`src/hdl/debug_req_gate.sv`:
```
// Post-reset hold-off counter and enable mask for the core debug request
`timescale 1ns/100ps

module debug_req_gate #(
  parameter int unsigned DelayCycles = 20
) (
  input  logic clk_i,
  input  logic rst_ni,
  input  logic debug_req_i,
  input  logic debug_en_i,
  output logic debug_req_o
);

  localparam int unsigned CntWidth = (DelayCycles > 0) ? $clog2(DelayCycles + 1) : 1;

  logic [CntWidth-1:0] cnt_q;

  // Counts down once after reset, then parks at zero
  always_ff @(posedge clk_i or negedge rst_ni) begin
    if (!rst_ni) begin
      cnt_q <= CntWidth'(DelayCycles);
    end else if (cnt_q != '0) begin
      cnt_q <= cnt_q - 1'b1;
    end
  end

  // Core only sees the request once the window has closed
  assign debug_req_o = (cnt_q == '0) && debug_en_i && debug_req_i;

endmodule

```
`config.mk`:
```
export PLATFORM = sky130hd
export DESIGN_NAME = debug_req_gate
export DESIGN_NICKNAME = d
export VERILOG_FILES = /design/src/hdl/debug_req_gate.sv
export SDC_FILE = /design/constraint.sdc
export NUM_CORES = 1
export LEC_CHECK = 0
export BUFFER_PORTS_ARGS = -buffer_cell sky130_fd_sc_hd__buf_2
export CAP_MARGIN = 20
export CORE_AREA = 8 8 45 47
export CTS_CLUSTER_SIZE = 10
export DETAILED_ROUTE_END_ITERATION = 6
export DIE_AREA = 0 0 53 55
export GPL_ROUTABILITY_DRIVEN = 1
export PLACE_DENSITY = 0.37
export RECOVER_POWER = 25
export SLEW_MARGIN = 20
export SYNTH_ARGS = -nofsm -noshare
export SYNTH_HDL_FRONTEND = slang
export SYNTH_SLANG_ARGS = --single-unit
```
`constraint.sdc`:
```
create_clock -name clk_i -period 1.25 [get_ports clk_i]
set_input_delay 0.0625 -clock clk_i [delete_from_list [all_inputs] [get_ports clk_i]]
set_output_delay 0.0625 -clock clk_i [all_outputs]
set_load 0.1 [all_outputs]
```
# Word-level counts from Yosys, hierarchy flattened
# Cells that the tools add are included.
# W data, S select, Z words.
[totals]
ff_bits = 5
elab_cells = 6
input_bits = 4
out_inout_bits = 1
[classes]
reduce_logical = 4
addsub = 1
[ops]
columns = ["cell", "count"]
rows = [
  ["$logic_not A5 Y1", 1],
  ["$reduce_bool A5 Y1", 1],
  ["$sub A5 B1 Y5 const B", 1],
  ["$logic_and A1 B1 Y1", 2],
]

# Depth between registers and ports, before layout
[logic_depth]
depth_word = 3
depth_mapped = 5

# Least setup slack after synthesis
# No wires, ideal clock.
[synth_path]
path_kind = "register -> output"
start = "register cnt_q[0]"
end = "output debug_req_o"
stages_incl_launch_ff = 6
setup_slack_ps = -559
arrival_time_ps = 1747
t_required_ps = 1188
cell_sequence = "dfrtp_1 inv_1 ha_1 nand2b_1 nor3_2 and3_1"
[synth_between]
elab_chain_cells = 3
[synth_lines]
columns = ["item", "line", "text"]
rows = [
  ["start, declared", "16", "logic [CntWidth-1:0] cnt_q;"],
  ["start signal, assigned", "21", "cnt_q <= CntWidth'(DelayCycles);"],
  ["start signal, assigned", "23", "cnt_q <= cnt_q - 1'b1;"],
  ["$logic_not A5 Y1", "28", "assign debug_req_o = (cnt_q == '0) && debug_en_i && debug_req_i;"],
  ["$logic_and A1 B1 Y1 (2 in a row)", "28", ""],
  ["end, declared", "11", "output logic debug_req_o"],
]
# No other way between the ends.

# Final worst setup path
[layout_path]
start = "register cnt_q[1]"
end = "output debug_req_o"
# Same word-level chain as after synthesis.

==> flow_summary.json <==
{
  "rsz0062_at_grt": "true",
  "port_buffers": 4,
  "remaining_drc_errors": 0,
  "initial_detailed_routing_violation_count": 4,
  "timing.slew.headroom_pct": 81.0,
  "drive_above_1_share_pct": 66.7,
  "viasPerCell": 4.06,
  "antenna_cells": 0,
  "globalRouteTotalUtil_pct": 5.43,
  "area_taken_by_flip_flops_and_latches_sq_um": 128,
  "violations": "setup timing",
  "tritoncts": "built",
  "floorplan.io_pins": 5,
  "setup_viol": 5,
  "start_util_pct": 19.0,
  "worstPathBufferInverterCount": 2,
  "place_congestion": 0.729,
  "cts-root-to-sink-buffers": 2,
  "crit_path_launch_type": "flip-flop",
  "cts.htree.levels": 1,
  "finalMaxSlewViolations": 0,
  "rows": 14,
  "worstPathArrival_ps": 1460,
  "synth.cell_area_sq_um": 263,
  "timing.critical_path.to_type": "output pin",
  "criticalPathCategory": "flip-flop to output pin",
  "run_status": "finished with violations",
  "clock_sinks": 5,
  "vdd_ir_drop_max_uv": 443,
  "final.period_utilization_pct": 122,
  "syn_nets": 30,
  "ys_seq_area_share_pct": 48.6,
  "die-area_sq_um": 2920,
  "worst-slew-pin-transition_ps": 286,
  "post-route-util_pct": 37.2,
  "fill_cells": 132,
  "min-delay-path-class": "input port to asynchronous set/reset pin",
  "final_net_count": 55,
  "detail_route.first_pass.iterations": 4,
  "yosysWarningCount": 0,
  "number_of_buffers_created_by_cts": 3,
  "layout-area-overhead-vs-synth_pct": 95.7,
  "yosys_register_bits": 5,
  "fin_area_sq_um": 514,
  "layout_top_registers": "cnt_q x5",
  "coreArea_sq_um": 1380,
  "detail-route-antenna-nets": 0,
  "timing.final.ws_setup_ps": -274,
  "worst_skew_pair.late_latency_ps": 250,
  "die_height_um": 55,
  "period_needed_ps": 1520,
  "cts-root-buf": "sky130_fd_sc_hd__clkbuf_4",
  "total_leakage_power_uw": 0.000255,
  "path_clk_slew_ps": 50,
  "grt_antenna_before_repair": 0,
  "maxCapViolCount": 0,
  "largest_reg_flops": 5,
  "holdWs_ps": 205,
  "global_route.overflow_total": 0,
  "crit_family": "simple AND/OR/NAND/NOR gates",
  "netlist-cell-type-count": 15,
  "cpPeakStageDelay_ps": 390,
  "grt_first_pass_wirelength_um": 1080,
  "number_of_cells_produced_by_synthesis": 24,
  "cp_max_fo": 2,
  "power_per_cell_area_nw_per_um2": 770,
  "routed-via-count": 260,
  "dieWidth_um": 53,
  "multi_input_comb_area_sq_um": 161,
  "finalHoldViolCount": 0,
  "largest-register": "cnt_q",
  "grt_pass1_vias": 290,
  "fmax_ghz": 0.656,
  "post_synth.cell_area_avg_sq_um": 10.9,
  "timing.critical_path.slowest_stage_cell": "sky130_fd_sc_hd__dfrtp_1",
  "drt-total-wl_um": 723,
  "placedInstanceArea_sq_um": 368,
  "grt_start_max_net_pins": 6,
  "wl_per_instance_um": 11.3,
  "crit_path_cell_trace": "inv_2 -> ha_4 -> nand2b_4 -> nor3_4 -> and3_4 -> buf_12",
  "required_ps": 1190,
  "total_power_uw": 396,
  "worst_clock_skew_ps": 2.12
}
==> logic make-up after synthesis <==
family	count (synthesis)	synth area share (%)
xor+xnor	1	3.33
mux	1	3.81
simple gates	7	19.5
fa+ha+maj	2	9.52
compound gates	4	9.53
buf+inv	4	5.71
flops	5	48.6
==> worst reg2reg max path, cell delays in order (launching register included) <==
cell and delay (ps):
sky130_fd_sc_hd__dfrtp_1 390, sky130_fd_sc_hd__inv_2 90, sky130_fd_sc_hd__buf_4 110, sky130_fd_sc_hd__ha_1 150, sky130_fd_sc_hd__or3b_4 380, sky130_fd_sc_hd__nor3_2 100, sky130_fd_sc_hd__a21o_1 100
==> metal layers <==
metal / share of wire (%) / global-route usage, %
met4: 3.9 / 6.47
met2: 56 / 10.2
met3: 4.4 / 1.87
met5: 0 / 0
met1: 36 / 3.83
==> layout make-up <==
cell class	instances	area share [%]
inverter	4	2.92
multi-input combinational	15	31.4
clock buffer	4	5.11
sequential	5	24.8
timing repair buffer	20	31.9
tap	16	3.89
==> final timing paths <==
| kind | to | cells past startpoint | start | slack, ps |
|---|---|---|---|---|
| max | debug_req_o | 6 | cnt_q[1] | -270 |
| min | cnt_q[1] | 2 | rst_ni | 200 |
| max reg2reg | cnt_q[4] | 6 | cnt_q[1] | -130 |
| min reg2reg | cnt_q[4] | 1 | cnt_q[4] | 530 |
| max in group asynchronous | cnt_q[2] | 2 | rst_ni | 770 |
| min in group clk_i | debug_req_o | 3 | debug_req_i | 520 |
==> Yosys cell counts (all sizes together) <==
library cell	n	area [sq um]
ha	2	25.0
inv	4	15.0
nand3	1	5.00
xnor2	1	8.76
dfrtp	3	75.1
o21ai	2	10.0
o211ai	1	7.51
nor3	3	25.0
mux2i	1	10.0
dfstp	2	52.6
nand2b	1	6.26
a21o	1	7.51
and3	1	6.26
or3b	1	8.76
==> layout by cell type, fill, tap and decap left out, drive strengths merged <==
master,count
buf,18
dfstp,2
o211ai,1
xnor2,1
clkbuf,5
and3,1
dfrtp,3
nor3,3
dlygate4sd3,1
or3b,1
mux2i,1
ha,2
inv,4
o21ai,2
nand3,1
nand2b,1
a21o,1
==> per-stage QoR <==
stage	std cells	TNS, ps	setup WS [ps]
4_1_cts	59	-438	-313
6_report	64	-618	-274
2_1_floorplan	24	-160	-160
5_1_grt	64	-1020	-332
3_3_place_gp	50	-46.4	-24.7
3_5_place_dp	50	-138	-80.3
==> what timing repair did <==
item | 4_1_cts | 5_1_grt
pin swaps | 3 | 3
resized for setup | 8 | 4
endpoints found under the hold margin | 5 | 0
buffers inserted | 4 | 5
hold buffers | 1 | 0
setup endpoints to repair | 4 | 6
==> power breakdown <==
| part | internal (uW) | switching [uW] | total (uW) | leakage, uW |
|---|---|---|---|---|
| logic | 13.5 | 18.9 | 32.4 | 0.000177 |
| registers | 163 | 0 | 163 | 0.0000626 |
| clock network | 122 | 79.6 | 201 | 0.0000150 |
Power figures use the tool's default switching activity.
