[config.mk]
export PLATFORM = sky130hd
export DESIGN_NAME = addr_decoder
export DESIGN_NICKNAME = d
export VERILOG_FILES = /design/src/common/harness_pkg.sv /design/src/bus/addr_decoder.sv
export SDC_FILE = /design/constraint.sdc
export NUM_CORES = 1
export LEC_CHECK = 0
export ABC_CLOCK_PERIOD_IN_PS = 2900
export BUFFER_PORTS_ARGS = -buffer_cell sky130_fd_sc_hd__buf_2
export CORE_AREA = 2 2 121 123
export CTS_CLUSTER_SIZE = 10
export DETAILED_ROUTE_END_ITERATION = 10
export DIE_AREA = 0 0 123 125
export PLACE_DENSITY_LB_ADDON = 0.12
export SETUP_SLACK_MARGIN = 0.4
export SLEW_MARGIN = 20
export SYNTH_ARGS = -nofsm -noshare
export SYNTH_HDL_FRONTEND = slang
export SYNTH_SLANG_ARGS = --single-unit
[constraint.sdc]
create_clock -name clk_i -period 2.9 [get_ports clk_i]
set_input_delay 0.29 -clock clk_i [delete_from_list [all_inputs] [get_ports clk_i]]
set_output_delay 0.29 -clock clk_i [all_outputs]
set_load 0.02 [all_outputs]
[src/common/harness_pkg.sv]
// Bus widths, address map, bus request and response structs, boot image, error word
package harness_pkg;

  // ------------------------------
  // Bus geometry
  // ------------------------------
  localparam int unsigned AddrWidth = 32;
  localparam int unsigned DataWidth = 32;
  localparam int unsigned StrbWidth = DataWidth / 8;

  // ------------------------------
  // Address map
  // ------------------------------
  localparam logic [31:0] RomBase   = 32'h0000_1000;
  localparam logic [31:0] RomLength = 32'h0000_1000;
  // SRAM length is set by the NumWords parameter
  localparam logic [31:0] RamBase   = 32'h8000_0000;

  // Boot image, words past the end read as zero
  localparam int unsigned RomWords = 16;
  localparam logic [DataWidth-1:0] RomImage [RomWords] = '{
    32'h0000_0297,
    32'h0202_8593,
    32'hF140_2573,
    32'h0182_A283,
    32'h0002_8067,
    32'h0000_0013,
    32'h8000_0000,
    32'h0000_0000,
    32'hDEAD_BEEF,
    32'h1234_5678,
    32'hA5A5_5A5A,
    32'h0F0F_F0F0,
    32'hCAFE_F00D,
    32'h0000_FFFF,
    32'hFFFF_0000,
    32'h1001_0073
  };

  // Returned on unmapped accesses and ROM writes
  localparam logic [31:0] ErrRdata = 32'hBADC_0FFE;

  // ------------------------------
  // Bus structs
  // ------------------------------
  typedef struct packed {
    logic                 valid;
    logic                 we;
    logic [AddrWidth-1:0] addr;
    logic [StrbWidth-1:0] be;
    logic [DataWidth-1:0] wdata;
  } bus_req_t;

  typedef struct packed {
    logic                 valid;
    logic                 err;
    logic [DataWidth-1:0] rdata;
  } bus_rsp_t;

  typedef enum logic {
    MstCore  = 1'b0,
    MstDebug = 1'b1
  } mst_sel_e;

endpackage

[src/bus/addr_decoder.sv]
// Address decoder to ROM, SRAM or error responder, with the registered response mux
`timescale 1ns/100ps

module addr_decoder #(
  parameter int unsigned NumWords = 4096
) (
  input  logic                              clk_i,
  input  logic                              rst_ni,
  input  harness_pkg::bus_req_t             tgt_req_i,
  input  logic [harness_pkg::DataWidth-1:0] rom_rdata_i,
  input  logic [harness_pkg::DataWidth-1:0] ram_rdata_i,
  output harness_pkg::bus_rsp_t             tgt_rsp_o,
  output harness_pkg::bus_req_t             rom_req_o,
  output harness_pkg::bus_req_t             ram_req_o
);

  localparam logic [harness_pkg::AddrWidth-1:0] RamLength = NumWords * harness_pkg::StrbWidth;

  typedef enum logic {
    TgtRom,
    TgtRam
  } tgt_sel_e;

  logic [harness_pkg::AddrWidth-1:0] rom_offs;
  logic [harness_pkg::AddrWidth-1:0] ram_offs;
  logic                              rom_hit;
  logic                              ram_hit;
  tgt_sel_e                          sel_q;
  logic                              valid_q;
  logic                              we_q;
  logic                              err_q;

  // Offsets wrap below the base, so one compare covers both ends
  assign rom_offs = tgt_req_i.addr - harness_pkg::RomBase;
  assign ram_offs = tgt_req_i.addr - harness_pkg::RamBase;
  // ROM writes fall through to the error responder
  assign rom_hit  = (rom_offs < harness_pkg::RomLength) && !tgt_req_i.we;
  assign ram_hit  = ram_offs < RamLength;

  always_comb begin
    rom_req_o       = tgt_req_i;
    rom_req_o.valid = tgt_req_i.valid && rom_hit;
    ram_req_o       = tgt_req_i;
    ram_req_o.valid = tgt_req_i.valid && ram_hit;
  end

  // ------------------------------
  // Response side
  // ------------------------------
  always_ff @(posedge clk_i or negedge rst_ni) begin
    if (!rst_ni) begin
      valid_q <= 1'b0;
      we_q    <= 1'b0;
      err_q   <= 1'b0;
      sel_q   <= TgtRom;
    end else begin
      valid_q <= tgt_req_i.valid;
      we_q    <= tgt_req_i.we;
      err_q   <= tgt_req_i.valid && !rom_hit && !ram_hit;
      sel_q   <= ram_hit ? TgtRam : TgtRom;
    end
  end

  always_comb begin
    tgt_rsp_o.valid = valid_q;
    tgt_rsp_o.err   = err_q;
    if (err_q) begin
      tgt_rsp_o.rdata = harness_pkg::ErrRdata;
    end else if (we_q) begin
      tgt_rsp_o.rdata = '0;
    end else if (sel_q == TgtRam) begin
      tgt_rsp_o.rdata = ram_rdata_i;
    end else begin
      tgt_rsp_o.rdata = rom_rdata_i;
    end
  end

endmodule

## Yosys cells after proc, flatten, opt, wreduce, memory -nomap -nowiden

Index checks and enable logic that the tools add are counted.

- Bits in registers: 4
- Input port bits: 136
- Output and inout port bits: 174
- Logic and storage cells: 20

- $add $sub $neg: 2
- $lt $le $gt $ge: 2
- Multiplexer cells: 4
- Reductions and logical operators: 8

Operator list:

| kind | number |
|---|---|
| $mux W32 | 3 |
| $lt A32 B13 Y1 const B | 1 |
| $lt A32 B15 Y1 const B | 1 |
| $sub A32 B13 Y32 const B | 1 |
| $sub A32 B32 Y32 const B | 1 |
| $logic_and A1 B1 Y1 | 5 |
| $logic_not A1 Y1 | 3 |
| $mux W1 | 1 |

## Longest topological paths before layout

- Depth in word-level cells: 6
- Depth in mapped cells: 4
- Gate-level depth less buffers: 4

## Worst setup path after synthesis

OpenSTA, ideal clock, no wires.

- Path type: input port to output port
- Start: input tgt_req_i[55] (netlist name)
- End: output rom_req_o[69] (netlist name)
- Arrival time: 1.714 ns
- Data required time: 2.610 ns
- Setup slack: 0.896 ns
- Cell stages on the path: 4
- Path through: or4_4 or4_4 o211ai_2 and4_1

RTL lines:

| item | line | source |
|---|---|---|
| start, declared | addr_decoder.sv:9 | `input harness_pkg::bus_req_t tgt_req_i,` |
| end, declared | addr_decoder.sv:13 | `output harness_pkg::bus_req_t rom_req_o,` |

==> impl_summary.log <==
[metrics] pin count of the biggest net entering global routing: 24
[metrics] clock tree from TritonCTS: built
[metrics] Power per Cell Area: 272 nW/um^2
[metrics] Die Wd: between 100 and 150 um
[metrics] fraction of synthesized cell area taken by the top area cell type: 55.8%
[metrics] Post-Synth Adder-Cell Area: 0%
[metrics] commonest cells after routing, fill and taps aside: sky130_fd_sc_hd__buf_2, sky130_fd_sc_hd__mux2i_1, sky130_fd_sc_hd__o21bai_1
[metrics] antenna violations before repair: 0
[metrics] data required time of the worst path: about 2600 ps
[metrics] post-synthesis to final-layout area growth: 4.38%
[metrics] Clock Path Buffers: 2
[metrics] dominant combinational cell family by area after synthesis: buffers and inverters
[metrics] end point of the most critical hold path: valid_q$_DFF_PN0_
[metrics] fin crit period: 2210 ps
[metrics] Post-Route Hold Slack: 226 ps
[metrics] actual slew at the worst max-slew pin: around 660 ps
[metrics] Arrival @ worst endpoint: 1920 ps
[metrics] Rel. slew slack: 56.2%
[metrics] initial cell density of the core: 13.3%
[metrics] Mean Syn Cell Area: 7.82 um^2
[metrics] number of different library cells in the post-synthesis netlist: 22
[metrics] worst hold path type: in -> reg
[metrics] Detail Placement HPWL: around 4600 um
[metrics] global-route wire length before repair: 7560 um
[metrics] library cell contributing the largest single delay on the critical path: sky130_fd_sc_hd__or4_4
[metrics] FP Rows: 44
[metrics] simple logic cell fraction of the synthesized area: under 10%
[metrics] Critical Path Start Type: input pin
[metrics] fraction of layout cells with a size suffix above 1: 67.5%
[metrics] run status: finished clean
[metrics] Setup-failing EPs final: 0
[metrics] Max Freq: 453 MHz
[metrics] top fanout value on the critical path: 4
[metrics] I/O Pins: 310
[metrics] synthesized instance count: 241
[metrics] Total Routed Length: about 5500 um
[metrics] Worst Hold Launch: tgt_req_i[69]
[metrics] CTS-repair resized insts: 0
[metrics] post-synthesis cell type with the largest combined area: sky130_fd_sc_hd__buf_4
[metrics] vias per cell: 3.39
[metrics] area of the die: 15,400 um^2
[metrics] overflow left after global routing: 0
[metrics] maximum level of the CTS H-tree: 1
[metrics] net count reported at finish: approximately 400
[metrics] post-CTS setup buffers: 0
[metrics] Clock Tree Root: sky130_fd_sc_hd__clkbuf_16
[metrics] sequential element share of the synthesized area: 5.31%
[metrics] total clock buffers created by CTS: 3
[metrics] clock sink total: 4
[metrics] Reg clk slew, reported paths: roughly 30 ps
[metrics] Setup crit start: tgt_req_i[55]
[metrics] Worst setup EP type: output port
[metrics] global-route usage over all layers: 6.26%
[metrics] Post-Syn Area: ~1900 um^2
[metrics] most frequent standard cell in the layout excluding fill and tap cells: sky130_fd_sc_hd__buf_2
[metrics] # diodes: 0
[metrics] share of the clock period used by the worst path: 76.1%
[metrics] Area contributors post-synth: sky130_fd_sc_hd__buf_4, sky130_fd_sc_hd__mux2i_1, sky130_fd_sc_hd__o21bai_1
[metrics] share of cell area taken by muxes after synthesis: 17.0%
[metrics] floorplan die height: 125 um
[metrics] Post-CTS Hold Buffers: 1
[metrics] final routed wire length divided by cell count: 12.2 um
[metrics] starting DRC count in detailed routing: 26
[metrics] Initial DRT Pass Iterations: 4
[metrics] Remaining DRCs: 0
[metrics] number of warnings issued by yosys: 0
[metrics] synthesis-stage register bit count: 4
[metrics] Critical path buffers and inverters: 2
[metrics] Final Util: between 10% and 20%
[metrics] count of final max-slew check failures: 0
[metrics] global placement routability congestion: 0.677
[metrics] max-capacitance violation count: 0
[metrics] total count of hold-check failures in the final report: 0
[metrics] largest vdd supply drop: 0.000107 V
[metrics] quantity of I/O buffers inserted on ports: 165
[metrics] Via Count: 1,523
[metrics] final antenna-violating net count: 0
[metrics] area of the placeable core: about 14,000 um^2
[metrics] LEAKAGE: 0.944 nW
[metrics] synthesized netlist net count: 377
[metrics] category of the critical setup timing path: in -> out
[metrics] worst hold path depth: 1
[metrics] Largest stage delay, worst path: 530 ps
[metrics] Top Family by Delay on Critical Path: simple AND/OR/NAND/NOR gates
[metrics] post-synthesis xor/xnor area fraction: less than 1%
[metrics] complex-gate fraction of the synthesized area: 9.76%
[metrics] setup repair after global routing missed its margin: false
[metrics] cell breakdown of the critical path: buf_2 > or4_4 > or4_4 > o211ai_2 > and4_1 > buf_2
[metrics] Post-Route Setup TNS: 0 ps
[metrics] via count of the first global-routing pass: 1,432
==> stage by stage <==
step                setup slack, ps  cells  instance area [um^2]  total power [mW]
detailed placement              700    444                  1880             0.320
floorplan                       896    241                  1880             0.421
global placement                683    444                  1880             0.322
finish                          694    449                  1970             0.535
CTS                             689    449                  1970             0.546
global route                    513    449                  1970             0.567
==> power by group <==
group / total [mW] / leakage, nW / switching, mW / internal, mW
combinational: 0.252 / 0.858 / 0.147 / 0.105
sequential: 0.0629 / 0.0473 / 0.00465 / 0.0582
clock: 0.219 / 0.0382 / 0.0380 / 0.181
==> cell type report <==
class                      count  area (um^2)
timing repair buffer         169          858
sequential                     4          101
fill                        1658        12200
tap                          184          230
multi-input combinational     86          691
inverter                       2         7.51
clock buffer                   4         78.8
==> worst max path at each step <==
stage          slack, ps       endpoint  cells after the start
4_1_cts              690  rom_req_o[69]                      6
2_1_floorplan        900  rom_req_o[69]                      4
5_1_grt              510  ram_req_o[69]                      6
3_5_place_dp         700  rom_req_o[69]                      6
3_3_place_gp         680  rom_req_o[69]                      6
6_report             690  rom_req_o[69]                      6
==> cell usage after synthesis (all sizes together) <==
library cell / count
nor4: 5
or2: 1
a311oi: 1
nand2: 1
o21bai: 21
buf: 143
clkbuf: 6
and2: 1
and4: 1
xnor2: 2
nor2: 12
inv: 2
o211ai: 1
or4: 4
o21ai: 1
nor3: 1
dfrtp: 4
and4bb: 1
mux2i: 32
nand3: 1
==> layer usage <==
metal	share of wire [%]	GRT usage [%]
met3	13	2.14
met4	1.0	2.21
met2	48	11.2
met5	0	0
met1	38	6.71
==> state kept, by name, summed over array words and instances (netlist names) <==
signal   count
err_q        1
sel_q        1
we_q         1
valid_q      1
==> logic make-up (layout without fill, tap and decap cells) <==
logic type | count (synthesis) | after routing
compound gates | 24 | 24
xor+xnor | 2 | 2
buf+inv | 151 | 175
flops | 4 | 4
mux | 32 | 32
simple gates | 28 | 28
Note: power is estimated with default switching activity, not from simulation.
