## config.mk

```make
export PLATFORM = sky130hd
export DESIGN_NAME = boot_rom
export DESIGN_NICKNAME = d
export VERILOG_FILES = /design/src/common/harness_pkg.sv /design/src/mem/boot_rom.sv
export SDC_FILE = /design/constraint.sdc
export NUM_CORES = 1
export LEC_CHECK = 0
export ABC_AREA = 1
export BUFFER_PORTS_ARGS = -buffer_cell sky130_fd_sc_hd__clkbuf_2
export CAP_MARGIN = 40
export CORE_AREA = 2 2 61 86
export DETAILED_ROUTE_END_ITERATION = 16
export DIE_AREA = 0 0 63 88
export PLACE_DENSITY = 0.77
export SETUP_SLACK_MARGIN = 0.05
export SLEW_MARGIN = 20
export SYNTH_ARGS = -nofsm -noshare
export SYNTH_HDL_FRONTEND = slang
export SYNTH_SLANG_ARGS = --single-unit
```

## constraint.sdc

```tcl
create_clock -name clk_i -period 1.75 [get_ports clk_i]
set_input_delay 0.175 -clock clk_i [delete_from_list [all_inputs] [get_ports clk_i]]
set_output_delay 0.175 -clock clk_i [all_outputs]
set_load 0.02 [all_outputs]
```

## src/common/harness_pkg.sv

```systemverilog
// Bus widths, address map, bus request and response structs, boot image, error word
package harness_pkg;

  // ------------------------------
  // Bus geometry
  // ------------------------------
  localparam int unsigned AddrWidth = 32;
  localparam int unsigned DataWidth = 32;
  localparam int unsigned StrbWidth = DataWidth / 8;

  // ------------------------------
  // Address map
  // ------------------------------
  localparam logic [31:0] RomBase   = 32'h0000_1000;
  localparam logic [31:0] RomLength = 32'h0000_1000;
  // SRAM length is set by the NumWords parameter
  localparam logic [31:0] RamBase   = 32'h8000_0000;

  // Boot image, words past the end read as zero
  localparam int unsigned RomWords = 16;
  localparam logic [DataWidth-1:0] RomImage [RomWords] = '{
    32'h0000_0297,
    32'h0202_8593,
    32'hF140_2573,
    32'h0182_A283,
    32'h0002_8067,
    32'h0000_0013,
    32'h8000_0000,
    32'h0000_0000,
    32'hDEAD_BEEF,
    32'h1234_5678,
    32'hA5A5_5A5A,
    32'h0F0F_F0F0,
    32'hCAFE_F00D,
    32'h0000_FFFF,
    32'hFFFF_0000,
    32'h1001_0073
  };

  // Returned on unmapped accesses and ROM writes
  localparam logic [31:0] ErrRdata = 32'hBADC_0FFE;

  // ------------------------------
  // Bus structs
  // ------------------------------
  typedef struct packed {
    logic                 valid;
    logic                 we;
    logic [AddrWidth-1:0] addr;
    logic [StrbWidth-1:0] be;
    logic [DataWidth-1:0] wdata;
  } bus_req_t;

  typedef struct packed {
    logic                 valid;
    logic                 err;
    logic [DataWidth-1:0] rdata;
  } bus_rsp_t;

  typedef enum logic {
    MstCore  = 1'b0,
    MstDebug = 1'b1
  } mst_sel_e;

endpackage

```

## src/mem/boot_rom.sv

```systemverilog
// Boot ROM holding the package image, registered read
`timescale 1ns/100ps

module boot_rom (
  input  logic                              clk_i,
  input  harness_pkg::bus_req_t             rom_req_i,
  output logic [harness_pkg::DataWidth-1:0] rdata_o
);

  localparam int unsigned ByteBits = $clog2(harness_pkg::StrbWidth);
  localparam int unsigned IdxWidth = $clog2(harness_pkg::RomWords);

  logic [harness_pkg::AddrWidth-1:0] byte_offs;
  logic [harness_pkg::AddrWidth-1:0] word_offs;

  assign byte_offs = rom_req_i.addr - harness_pkg::RomBase;
  assign word_offs = byte_offs >> ByteBits;

  always_ff @(posedge clk_i) begin
    if (rom_req_i.valid) begin
      // Rest of the 4 KiB region reads as zero
      if (word_offs < harness_pkg::RomWords) begin
        rdata_o <= harness_pkg::RomImage[word_offs[IdxWidth-1:0]];
      end else begin
        rdata_o <= '0;
      end
    end
  end

endmodule

```

Word level (Yosys, flattened, before mapping)
Memories as Yosys holds them, arrays and structs flattened. A register that Yosys moved wholly into a read port is not among the register bits.
Index checks and enable logic that the tools add are counted.
{ "op_classes": {"n_mux": 0, "div_mod_pow": 0, "order_cmp": 1, "n_reduce_logical": 1, "n_shift": 0, "eq_ne": 0, "bitwise_logic": 1, "n_mul": 0, "addsub": 1} }
{ "op_table": {"columns": ["op", "n"], "rows": [
  ["32-bit by 13-bit subtractor with 32-bit output, second input constant", 1],
  ["30-bit by 5-bit less-than comparator with 1-bit output, second input constant", 1],
  ["4-bit inverter with 5-bit output", 1],
  ["1-bit logical NOT", 1]
]} }
{ "word_totals": {"mem_count": 1, "output_inout_bits": 32, "input_bits": 71, "rom_bits": 512, "latch_bits": 0, "register_bits": 0, "ramBits": 0, "elab_cells": 5} }
{ "memory_table": {"columns": ["memory", "words", "word_bits", "rd", "rd_ports_with_merged_regs", "write_ports", "line", "rtl"], "rows": [
  ["(no name shown)", 16, 32, 1, 1, 0, "boot_rom.sv:23", "rdata_o <= harness_pkg::RomImage[word_offs[IdxWidth-1:0]];"]
]} }

Logic depth before layout (Yosys ltp)
Gate-level depths: netlist of the first run.
{ "depth": {"ltp_word": 3, "depth_mapped": 12} }

Worst setup path before layout of the first run
OpenSTA, ideal clock, no wires.
{ "synth_path": {"path_type": "input port to flip-flop", "startpoint": "input rom_req_i[49] in the netlist's numbering", "endpoint": "register rdata_o[5] in the netlist's numbering, data pin", "n_path_buf": 1, "setup_time_ns": 0.260, "setup_slack_ns": 0.378, "cell_stages": 11, "arrival_ns": 1.111, "required_time_ns": 1.490, "cell_sequence": "nor2_1 > nand2_2 > nor2_1 > nand2_1 > nand2_1 > nand2_1 > nand3_1 > nor2_2 > nand2_2 > buf_6 > nor2_2"} }
{ "synth_via": {"elab_chain_cells": 3} }
{ "synth_rtl": {"columns": ["item", "line", "rtl"], "rows": [
  ["start, declared", "boot_rom.sv:6", "input harness_pkg::bus_req_t rom_req_i,"],
  ["32-bit by 13-bit subtractor with 32-bit output", "boot_rom.sv:16", "assign byte_offs = rom_req_i.addr - harness_pkg::RomBase;"],
  ["30-bit by 5-bit less-than comparator with 1-bit output", "boot_rom.sv:22", "if (word_offs < harness_pkg::RomWords) begin"],
  ["1-bit logical NOT (no line)", null, null],
  ["end, declared", "boot_rom.sv:7", "output logic [harness_pkg::DataWidth-1:0] rdata_o"]
]} }
Every way passes these cells.

Worst setup path in the final report of the first run
{ "layout_path": {"startpoint": "input rom_req_i[57] in the netlist's numbering", "endpoint": "register rdata_o[31] in the netlist's numbering, data pin"} }
The elaborated chain is that of the path after synthesis.

==> results of run 1 <==
## area by class of cell
| class | instances | area, sq um |
|---|---|---|
| clock buffer | 5 | 68.82 |
| sequential | 31 | 930.9 |
| timing repair buffer | 70 | 380.4 |
| fill | 442 | 2172 |
| clock inverter | 2 | 8.758 |
| inverter | 33 | 123.9 |
| tap | 64 | 80.08 |
| multi-input combinational | 192 | 1002 |
## per-layer routing
metal  up-vias  part of all wire (%)  wire length, microns  track usage [%]
met5         -                     0                     0                0
met4         0                   4.7                   200            12.93
met3        17                   5.2                   221            2.057
met2        71                    53                  2264            31.43
met1       833                    37                  1600            16.31
li1        981                     -                     -                -
## power breakdown
| group | total [mW] | internal [mW] | leakage, nW | switching, mW |
|---|---|---|---|---|
| Sequential | 0.861 | 0.852 | 0.294 | 0.00907 |
| Clock | 0.501 | 0.263 | 0.0414 | 0.238 |
| Combinational | 0.334 | 0.113 | 0.824 | 0.221 |
| Total | 1.70 | 1.23 | 1.16 | 0.468 |
## critical path: cells and delay by family
kind                   cells  cell delay, ns
AND/OR/NAND/NOR            9            1.09
buffers and inverters      2            0.27
## cell families after synthesis
group,share of synthesized area (%)
adder cells (fa/ha/maj),7.130
flip-flops,44.21
buffers and inverters,8.200
AND/OR/NAND/NOR,32.50
AO/OA/AOI/OAI,7.962
## path summary, 6_finish.rpt
check                         start           to  slack [ns]  cells after the start
worst max-delay path  rom_req_i[57]  rdata_o[31]        0.37                     11
worst min-delay path  rom_req_i[41]  rdata_o[10]        0.45                      3
## per-stage QoR
step / std cells / area (sq um) / setup slack [ns] / utilization, %
3_5_place_dp: 390 / 2517 / 0.07234 / 52.81
2_1_floorplan: 264 / 2106 / 0.3785 / -
5_1_grt: 397 / 2595 / 0.1378 / 54.44
3_3_place_gp: 390 / 2517 / 0.1017 / 52.81
4_1_cts: 397 / 2595 / 0.3500 / 54.44
6_report: 397 / 2595 / 0.3663 / 54.44
## synthesized netlist by cell type
cell and count:
o21a_1 1, buf_4 1, nand3b_1 1, nand3_1 9
nor2_2 25, nand2_1 43, ha_1 12, nand3_2 1
o21ai_1 1, o21ai_0 12, clkbuf_1 5, edfxtp_1 31
o31ai_1 1, a21boi_0 1, a21oi_1 13, nor2b_1 1
nor3_1 5, nand2_2 3, nor2_1 55, nor2_4 2
and2_1 1, a211oi_1 2, clkinv_1 1, or2_1 1
inv_1 32, nand4_1 2, buf_6 2
==> run metrics, run 1 <==
Post-Synthesis Cells 264; clock buffer count from CTS 5; biggest regs rdata_o x31; root buf cell clkbuf_8; starting density of the core 44.17%; CTS H-tree lvls 2; Syn Area/Cell 7.976 sq um; post-synthesis net count 347; final hold slack 0.4472 ns; Hold Buf Count CTS 0; initial antenna violation count 0; maximum clock path buffer count 2; Post-CTS Setup Inserts 0; largest net degree at the start of global routing 32; share of the synthesized area in the top cell type 44.21%; pins over their slew limit 0; status finished, final reports clean; core area 0.004767 sq mm; first drt pass iteration count 4; CP Max Fanout 22; crit path cell chain clkbuf_2, nor2_1, nand2_1, nor2_1, nand3_1, nand2_1, nand3_1, nor2_2, nand2_2, buf_12, nor2_1; Yosys cell types 27; Rel. slew slack 51.78%; gpl congestion 0.8331; Yosys warning total 0; register bit total from synthesis 31; setup TNS 0 ns; Post-Syn Area 0.002106 sq mm; kind of critical path in -> reg; Max rail drop VDD 0.3402 mV; Final Hold Fails 0; antenna fix cells 0; Clock Pin Slew Worst Setup and Hold Paths 0.06 ns; Max Cap Violations 0; startpoint types input port; CTS resizes 0; Routed WL 4286 microns; FP Rows 30; Worst EP required 1.89 ns; Via density 4.791; Largest Register rdata_o; Layout area overhead 23.23%; most frequent CP cell nor2_1; post-route ant nets 0; commonest non-fill, non-tap cell in the layout clkbuf_2; drt wl/cell 10.80 microns; CTS Sinks 31; share of post-route cells with drive strength above 1 32.13%; num ports 103; first-pass GRT wire length 7120 microns; max FFs per register 31; Leak 1.160 nW; worst slew pin tran 0.7233 ns; Slowest-stage cell, CP nor2_1; Final nets 416; Worst path max stage delay 0.20 ns; grt ovf 0; Seq/Total Area, Yosys 44.21%; commonest non-fill, non-tap cells in the layout clkbuf_2, nor2_1, nand2_1, inv_1, edfxtp_1; CTS tree built; area leader, netlist edfxtp_1; RSZ-0062 raised after global routing false; Tcrit/Tclk final 79.07%; vias 1902; critical path data arrival time 1.52 ns; Worst Hold Class in -> reg; Fmax 722.7 MHz; critical path endpoint category flip-flop; Die H 88 microns; DRC violations left 0; DP Wirelength 3467 microns; die area 0.005544 sq mm; # port buffers 63; vias in the first global route 1745; final setup vio count 0; Area contributors post-synth edfxtp_1, nor2_1, nand2_1; Power Total 1.697 mW; Initial DRC Count 62; Tmin final 1.384 ns; Total GRT Usage 16.60%; P per Cell Area 653.8 mW/mm^2; die width 63 microns
Note: power is estimated with default switching activity, not from simulation.
==> inputs of run 2 (changes only) <==
--- a/config.mk
+++ b/config.mk
@@ -5,13 +5,13 @@
 export SDC_FILE = /design/constraint.sdc
 export NUM_CORES = 1
 export LEC_CHECK = 0
-export ABC_AREA = 1
+export ABC_AREA = 0
 export BUFFER_PORTS_ARGS = -buffer_cell sky130_fd_sc_hd__clkbuf_2
 export CAP_MARGIN = 40
-export CORE_AREA = 2 2 61 86
+export CORE_AREA = 2 2 58 82
 export DETAILED_ROUTE_END_ITERATION = 16
-export DIE_AREA = 0 0 63 88
-export PLACE_DENSITY = 0.77
+export DIE_AREA = 0 0 60 84
+export PLACE_DENSITY = 0.79
 export SETUP_SLACK_MARGIN = 0.05
 export SLEW_MARGIN = 20
 export SYNTH_ARGS = -nofsm -noshare
==> constraint.sdc (replaced) <==
create_clock -name clk_i -period 1.4 [get_ports clk_i]
set_input_delay 0.14 -clock clk_i [delete_from_list [all_inputs] [get_ports clk_i]]
set_output_delay 0.14 -clock clk_i [all_outputs]
set_load 0.02 [all_outputs]
==> run 2 against run 1 <==
  * Cell count fell by 21%
  * Largest power group unchanged
  * Combinational power grew 48%
  * Core utilization up 7.5 points
  * Non-clock buffer count is 21 higher
  * Critical path depth shrank 5
  * Count of clock-buffer cells in the layout is 1 higher
==> run metrics, run 2 <==
status finished, final reports clean; Syn Area/Cell 11.17 sq um; first drt pass iteration count 4; family with the most delay on the worst path simple AND/OR/NAND/NOR gates; sequential power share 48.6%; Largest Register rdata_o; CTS tree built; Rel. slew slack 72.92%; Tmin final 1.378 ns; P_int 1.588 mW; critical path endpoint category flip-flop; Routed WL 4558 microns; Worst path max stage delay 0.28 ns; commonest non-fill, non-tap cell in the layout clkbuf_2; share of the synthesized area in the top cell type 49.30%; Yosys cell types 38; max layer used met4; M1 wire length 1723 microns; placed insts 303; synth cell count leaders edfxtp_1, nor3_1, ha_1, nand2_1, nor2_1; drt wl/cell 14.52 microns; Die H 84 microns; CTS H-tree lvls 2; area leader, netlist edfxtp_1; Max Cap Violations 0; biggest regs rdata_o x31; Max rail drop VDD 0.4861 mV; CP Max Fanout 7; buffers plus inverters on the worst setup path 2; Post-Synthesis Cells 169; switching share of power 28.25%; max FFs per register 31; DP Wirelength 3033 microns; Post-synth EDFFs 31; RSZ-0062 raised after global routing true; Final Hold Fails 0; root buf cell clkbuf_8; setup ws final 0.02242 ns; Storage cell area 930.9 sq um; Clk pwr share 29.1%; Via density 5.341; Area contributors post-synth edfxtp_1, ha_1, nor3_1; vias in the first global route 1501; most frequent cell after synthesis edfxtp_1; Post-Syn Area 0.001888 sq mm; Slowest-stage cell, CP nor4_1; switching pwr 625.4 uW; first-pass GRT wire length 6444 microns; Initial DRC Count 42; WL met3 268 microns; core area 0.004390 sq mm; Leak 1.064 nW; Fmax 725.9 MHz; initial antenna violation count 0; vias 1677; share of post-route cells with drive strength above 1 47.22%; final setup vio count 0; grt ovf 0; Setup WS pre-CTS -0.3661 ns; starting density of the core 43.00%; Final Util 61.98%; FP Rows 29; Worst Hold Class in -> reg; crit path cell chain clkbuf_2, nor4_2, and4_1, nand4_4, clkbuf_16, nor4_1; kind of critical path in -> reg; Tcrit/Tclk final 98.40%; maximum clock path buffer count 2; Total GRT Usage 17.11%; Compound-Gate Fraction of Synth Area 16.96%; multiplexer share of the synthesized area 1.060%; antenna fix cells 0; Synth Area in Simple Gates 18.42%; post-route ant nets 0; Hold Buf Count CTS 0; fin cells 314; P per Cell Area 813.4 mW/mm^2; Final nets 334; xor/xnor cell area share of the yosys netlist 0.9278%; ys async rst share 0%; register bit total from synthesis 31; die area 0.005040 sq mm; clock buffer count from CTS 5; Adder-Cell Fraction of Synth Area 7.952%; DRC violations left 0; post-synthesis net count 252; Worst EP required 1.48 ns; commonest non-fill, non-tap cells in the layout clkbuf_2, edfxtp_1, buf_4, nor3_1, ha_1; Comb power frac 22.3%; gpl congestion 0.9029; main combinational cell family by area after synthesis simple AND/OR/NAND/NOR gates; Seq/Total Area, Yosys 49.30%; Layout area overhead 44.14%; Clock Pin Slew Worst Setup and Hold Paths 0.07 ns; CTS Sinks 31; met2 wire length 2398 microns; fillcell total 370; Main synth FF type edfxtp_1; die width 60 microns; pins over their slew limit 0; largest net degree at the start of global routing 32; worst slew pin tran 0.4053 ns; Multi-input gate area 0.001003 sq mm; setup TNS 0 ns; startpoint types input port; num ports 103; Yosys warning total 0; critical path data arrival time 1.45 ns; # port buffers 63
-- run 2: cell count changes in the layout (fill, tap and decap cells not counted), sizes merged, moves of 4 or more --
| cell | delta |
|---|---|
| inv | -27 |
| a2111oi | +7 |
| nor3 | +14 |
| a22oi | +4 |
| nor2 | -71 |
| nand3 | -5 |
| nor4 | +10 |
| nand2 | -35 |
| a21oi | -9 |
| buf | +19 |
-- run 2: cells by family after synthesis --
group | after synthesis
AOI/OAI and AO/OA | 37
adders and majority gates | 12
buffers and inverters | 21
muxes | 2
DFF | 31
and+or+nand+nor | 64
xor gates and xnor gates | 2
-- run 2: power groups by stage --
stage	clock [mW]	combinational, mW	sequential, mW
detailed placement	0	0.453	1.10
CTS	0.644	0.456	1.08
global placement	0	0.448	1.10
floorplan	0	0.180	1.16
global route	0.687	0.532	1.08
finish	0.644	0.494	1.08
-- run 2: layer usage --
metal  vias up  track usage, %
li1        811               -
met1       773           19.96
met2        80           27.57
met3        13           3.721
met4         0           10.30
met5         -               0
-- run 2: worst paths after layout --
check	to	cells past startpoint	startpoint	slack, ns
worst max-delay path	rdata_o[18]	6	rom_req_i[42]	0.02
worst min-delay path	rdata_o[6]	2	rom_req_i[69]	0.30
-- run 2: cell type report --
cell class | count | area share [%]
timing repair buffer | 91 | 22.44
clock inverter | 2 | 0.2759
clock buffer | 6 | 2.667
sequential | 31 | 34.21
tap | 62 | 2.851
multi-input combinational | 117 | 36.87
inverter | 5 | 0.6897
-- run 2: timing repair --
item,in CTS,in global routing
setup endpoints to repair,1,18
gates resized for setup,2,18
cloned,0,2
buffers inserted,0,1
pin swaps,0,10
-- run 2: per-stage QoR --
| stage | hold WS [ns] | cell area, sq um | power, mW |
|---|---|---|---|
| final | 0.2978 | 2721 | 2.214 |
| after global routing | 0.3056 | 2721 | 2.299 |
| after CTS | 0.3007 | 2527 | 2.177 |
| after detailed placement | 0.5934 | 2441 | 1.549 |
| after global placement | 0.5904 | 2441 | 1.544 |
| after floorplan | 0.2525 | 1896 | 1.342 |
==> inputs of run 3 (changes only) <==
--- a/config.mk
+++ b/config.mk
@@ -7,11 +7,12 @@
 export LEC_CHECK = 0
 export ABC_AREA = 0
 export BUFFER_PORTS_ARGS = -buffer_cell sky130_fd_sc_hd__clkbuf_2
-export CAP_MARGIN = 40
-export CORE_AREA = 2 2 58 82
+export CAP_MARGIN = 20
+export CORE_AREA = 5 5 61 85
 export DETAILED_ROUTE_END_ITERATION = 16
-export DIE_AREA = 0 0 60 84
+export DIE_AREA = 0 0 66 90
 export PLACE_DENSITY = 0.79
+export REMOVE_ABC_BUFFERS = 1
 export SETUP_SLACK_MARGIN = 0.05
 export SLEW_MARGIN = 20
 export SYNTH_ARGS = -nofsm -noshare
==> run 3 against run 2 <==
  * First-iteration DRC count rose by 86%
  * Cell count decreased by 0.32%
  * Core utilization is 3.2 points lower
  * Die area is 18% higher
  * Final area is 5.2% lower
  * Critical path type unchanged
  * Critical endpoint is now rdata_o[6]
  * Largest power group unchanged
==> run metrics, run 3 (synthesis gave the netlist of run 2 again) <==
critical path endpoint category flip-flop; commonest non-fill, non-tap cell in the layout clkbuf_2; core area 0.004390 sq mm; vias 1639; largest net degree at the start of global routing 33; final setup vio count 0; kind of critical path in -> reg; Power Total 2.201 mW; Final Hold Fails 0; DRC violations left 0; Max rail drop VDD 0.4174 mV; P per Cell Area 852.9 mW/mm^2; biggest regs rdata_o x31; status finished, final reports clean; RSZ-0062 raised after global routing true; Layout area overhead 36.65%; vias in the first global route 1648; maximum clock path buffer count 2; Die H 90 microns; CTS H-tree lvls 2; share of post-route cells with drive strength above 1 44.62%; Tmin final 1.335 ns; max FFs per register 31; Via density 5.236; CTS tree built; Clock Pin Slew Worst Setup and Hold Paths 0.06 ns; commonest non-fill, non-tap cells in the layout clkbuf_2, edfxtp_1, buf_4, nor3_1, ha_1; fillcell total 371; Fmax 749.0 MHz; startpoint types input port; critical path data arrival time 1.43 ns; num ports 103; clock buffer count from CTS 5; initial antenna violation count 0; Largest Register rdata_o; Final Util 58.76%; Tcrit/Tclk final 95.36%; Hold Buf Count CTS 0; placed insts 305; first-pass GRT wire length 7534 microns; Critical path origin rom_req_i[63]; starting density of the core 43.00%; drt wl/cell 14.67 microns; Final nets 333; Worst Setup EP rdata_o[6]; root buf cell clkbuf_8; gpl congestion 0.8376; CP Max Fanout 19; Leak 1.015 nW; DP Wirelength 3446 microns; Max Cap Violations 0; Total GRT Usage 16.19%; Worst Hold Class in -> reg; CTS Sinks 31; Rel. slew slack 74.54%; die area 0.005940 sq mm; Routed WL 4591 microns; Initial DRC Count 78; FP Rows 29; # port buffers 63; grt ovf 0; die width 66 microns; first drt pass iteration count 4; Post-CTS Setup Inserts 0; antenna fix cells 0; worst slew pin tran 0.3723 ns; fin cells 313; Worst EP required 1.49 ns; pins over their slew limit 0; post-route ant nets 0
## run 3: cell types whose count changed in the layout (fill, tap and decap cells not counted), sizes merged
| cell | change |
|---|---|
| clkbuf | -2 |
| buf | +1 |
## run 3: layer usage
metal / global-route usage [%] / up-vias / share of wire (%)
met1: 18.00 / 733 / 36
li1: - / 812 / -
met2: 28.54 / 85 / 53
met5: 0 / - / 0
met3: 3.741 / 9 / 8.1
met4: 7.119 / 0 / 2.2
## run 3: worst min-delay path by stage
stage                  start           to  slack (ns)  cells past startpoint
2_1_floorplan  rom_req_i[69]   rdata_o[0]        0.25                      0
3_3_place_gp      rdata_o[4]   rdata_o[4]        0.60                      1
3_5_place_dp     rdata_o[16]  rdata_o[16]        0.60                      1
4_1_cts        rom_req_i[65]  rdata_o[31]        0.31                      4
5_1_grt        rom_req_i[69]   rdata_o[2]        0.33                      1
6_report       rom_req_i[65]  rdata_o[31]        0.33                      4
## run 3: cell type report
class | count | area [sq um] | area share [%]
sequential | 31 | 930.9 | 36.08
multi-input combinational | 117 | 918.4 | 35.60
timing repair buffer | 90 | 554.3 | 21.48
tap | 62 | 77.57 | 3.007
clock buffer | 6 | 72.57 | 2.813
inverter | 5 | 18.77 | 0.7275
clock inverter | 2 | 7.507 | 0.2910
## run 3: repair_timing
| action | CTS | global route |
|---|---|---|
| gates cloned | 0 | 0 |
| resized for setup | 2 | 10 |
| setup endpoints to repair | 6 | 18 |
| pin swaps | 0 | 1 |
## run 3: per-stage QoR
step	TNS (ns)	setup WS [ns]	cell area (sq um)	hold slack, ns
2_1_floorplan	-13.08	-0.4962	1805	0.2525
3_3_place_gp	-4.144	-0.2378	2426	0.5957
3_5_place_dp	-5.570	-0.2852	2426	0.5953
4_1_cts	0	0.05284	2516	0.3113
5_1_grt	-0.06024	-0.01585	2580	0.3268
6_report	0	0.06490	2580	0.3268
## run 3: worst max-delay path, cell delays in order
cell,delay (ns)
clkbuf_2,0.11
nor4_4,0.28
and4_1,0.24
nand4_2,0.12
buf_6,0.21
a2111oi_4,0.31
## run 3: report_power, final
part           leakage [nW]  internal, mW  total [mW]  switching, mW
registers             0.294          1.06        1.08         0.0119
clock network        0.0403         0.338       0.655          0.317
logic                 0.681         0.181       0.470          0.289
total                  1.02          1.58        2.20          0.617
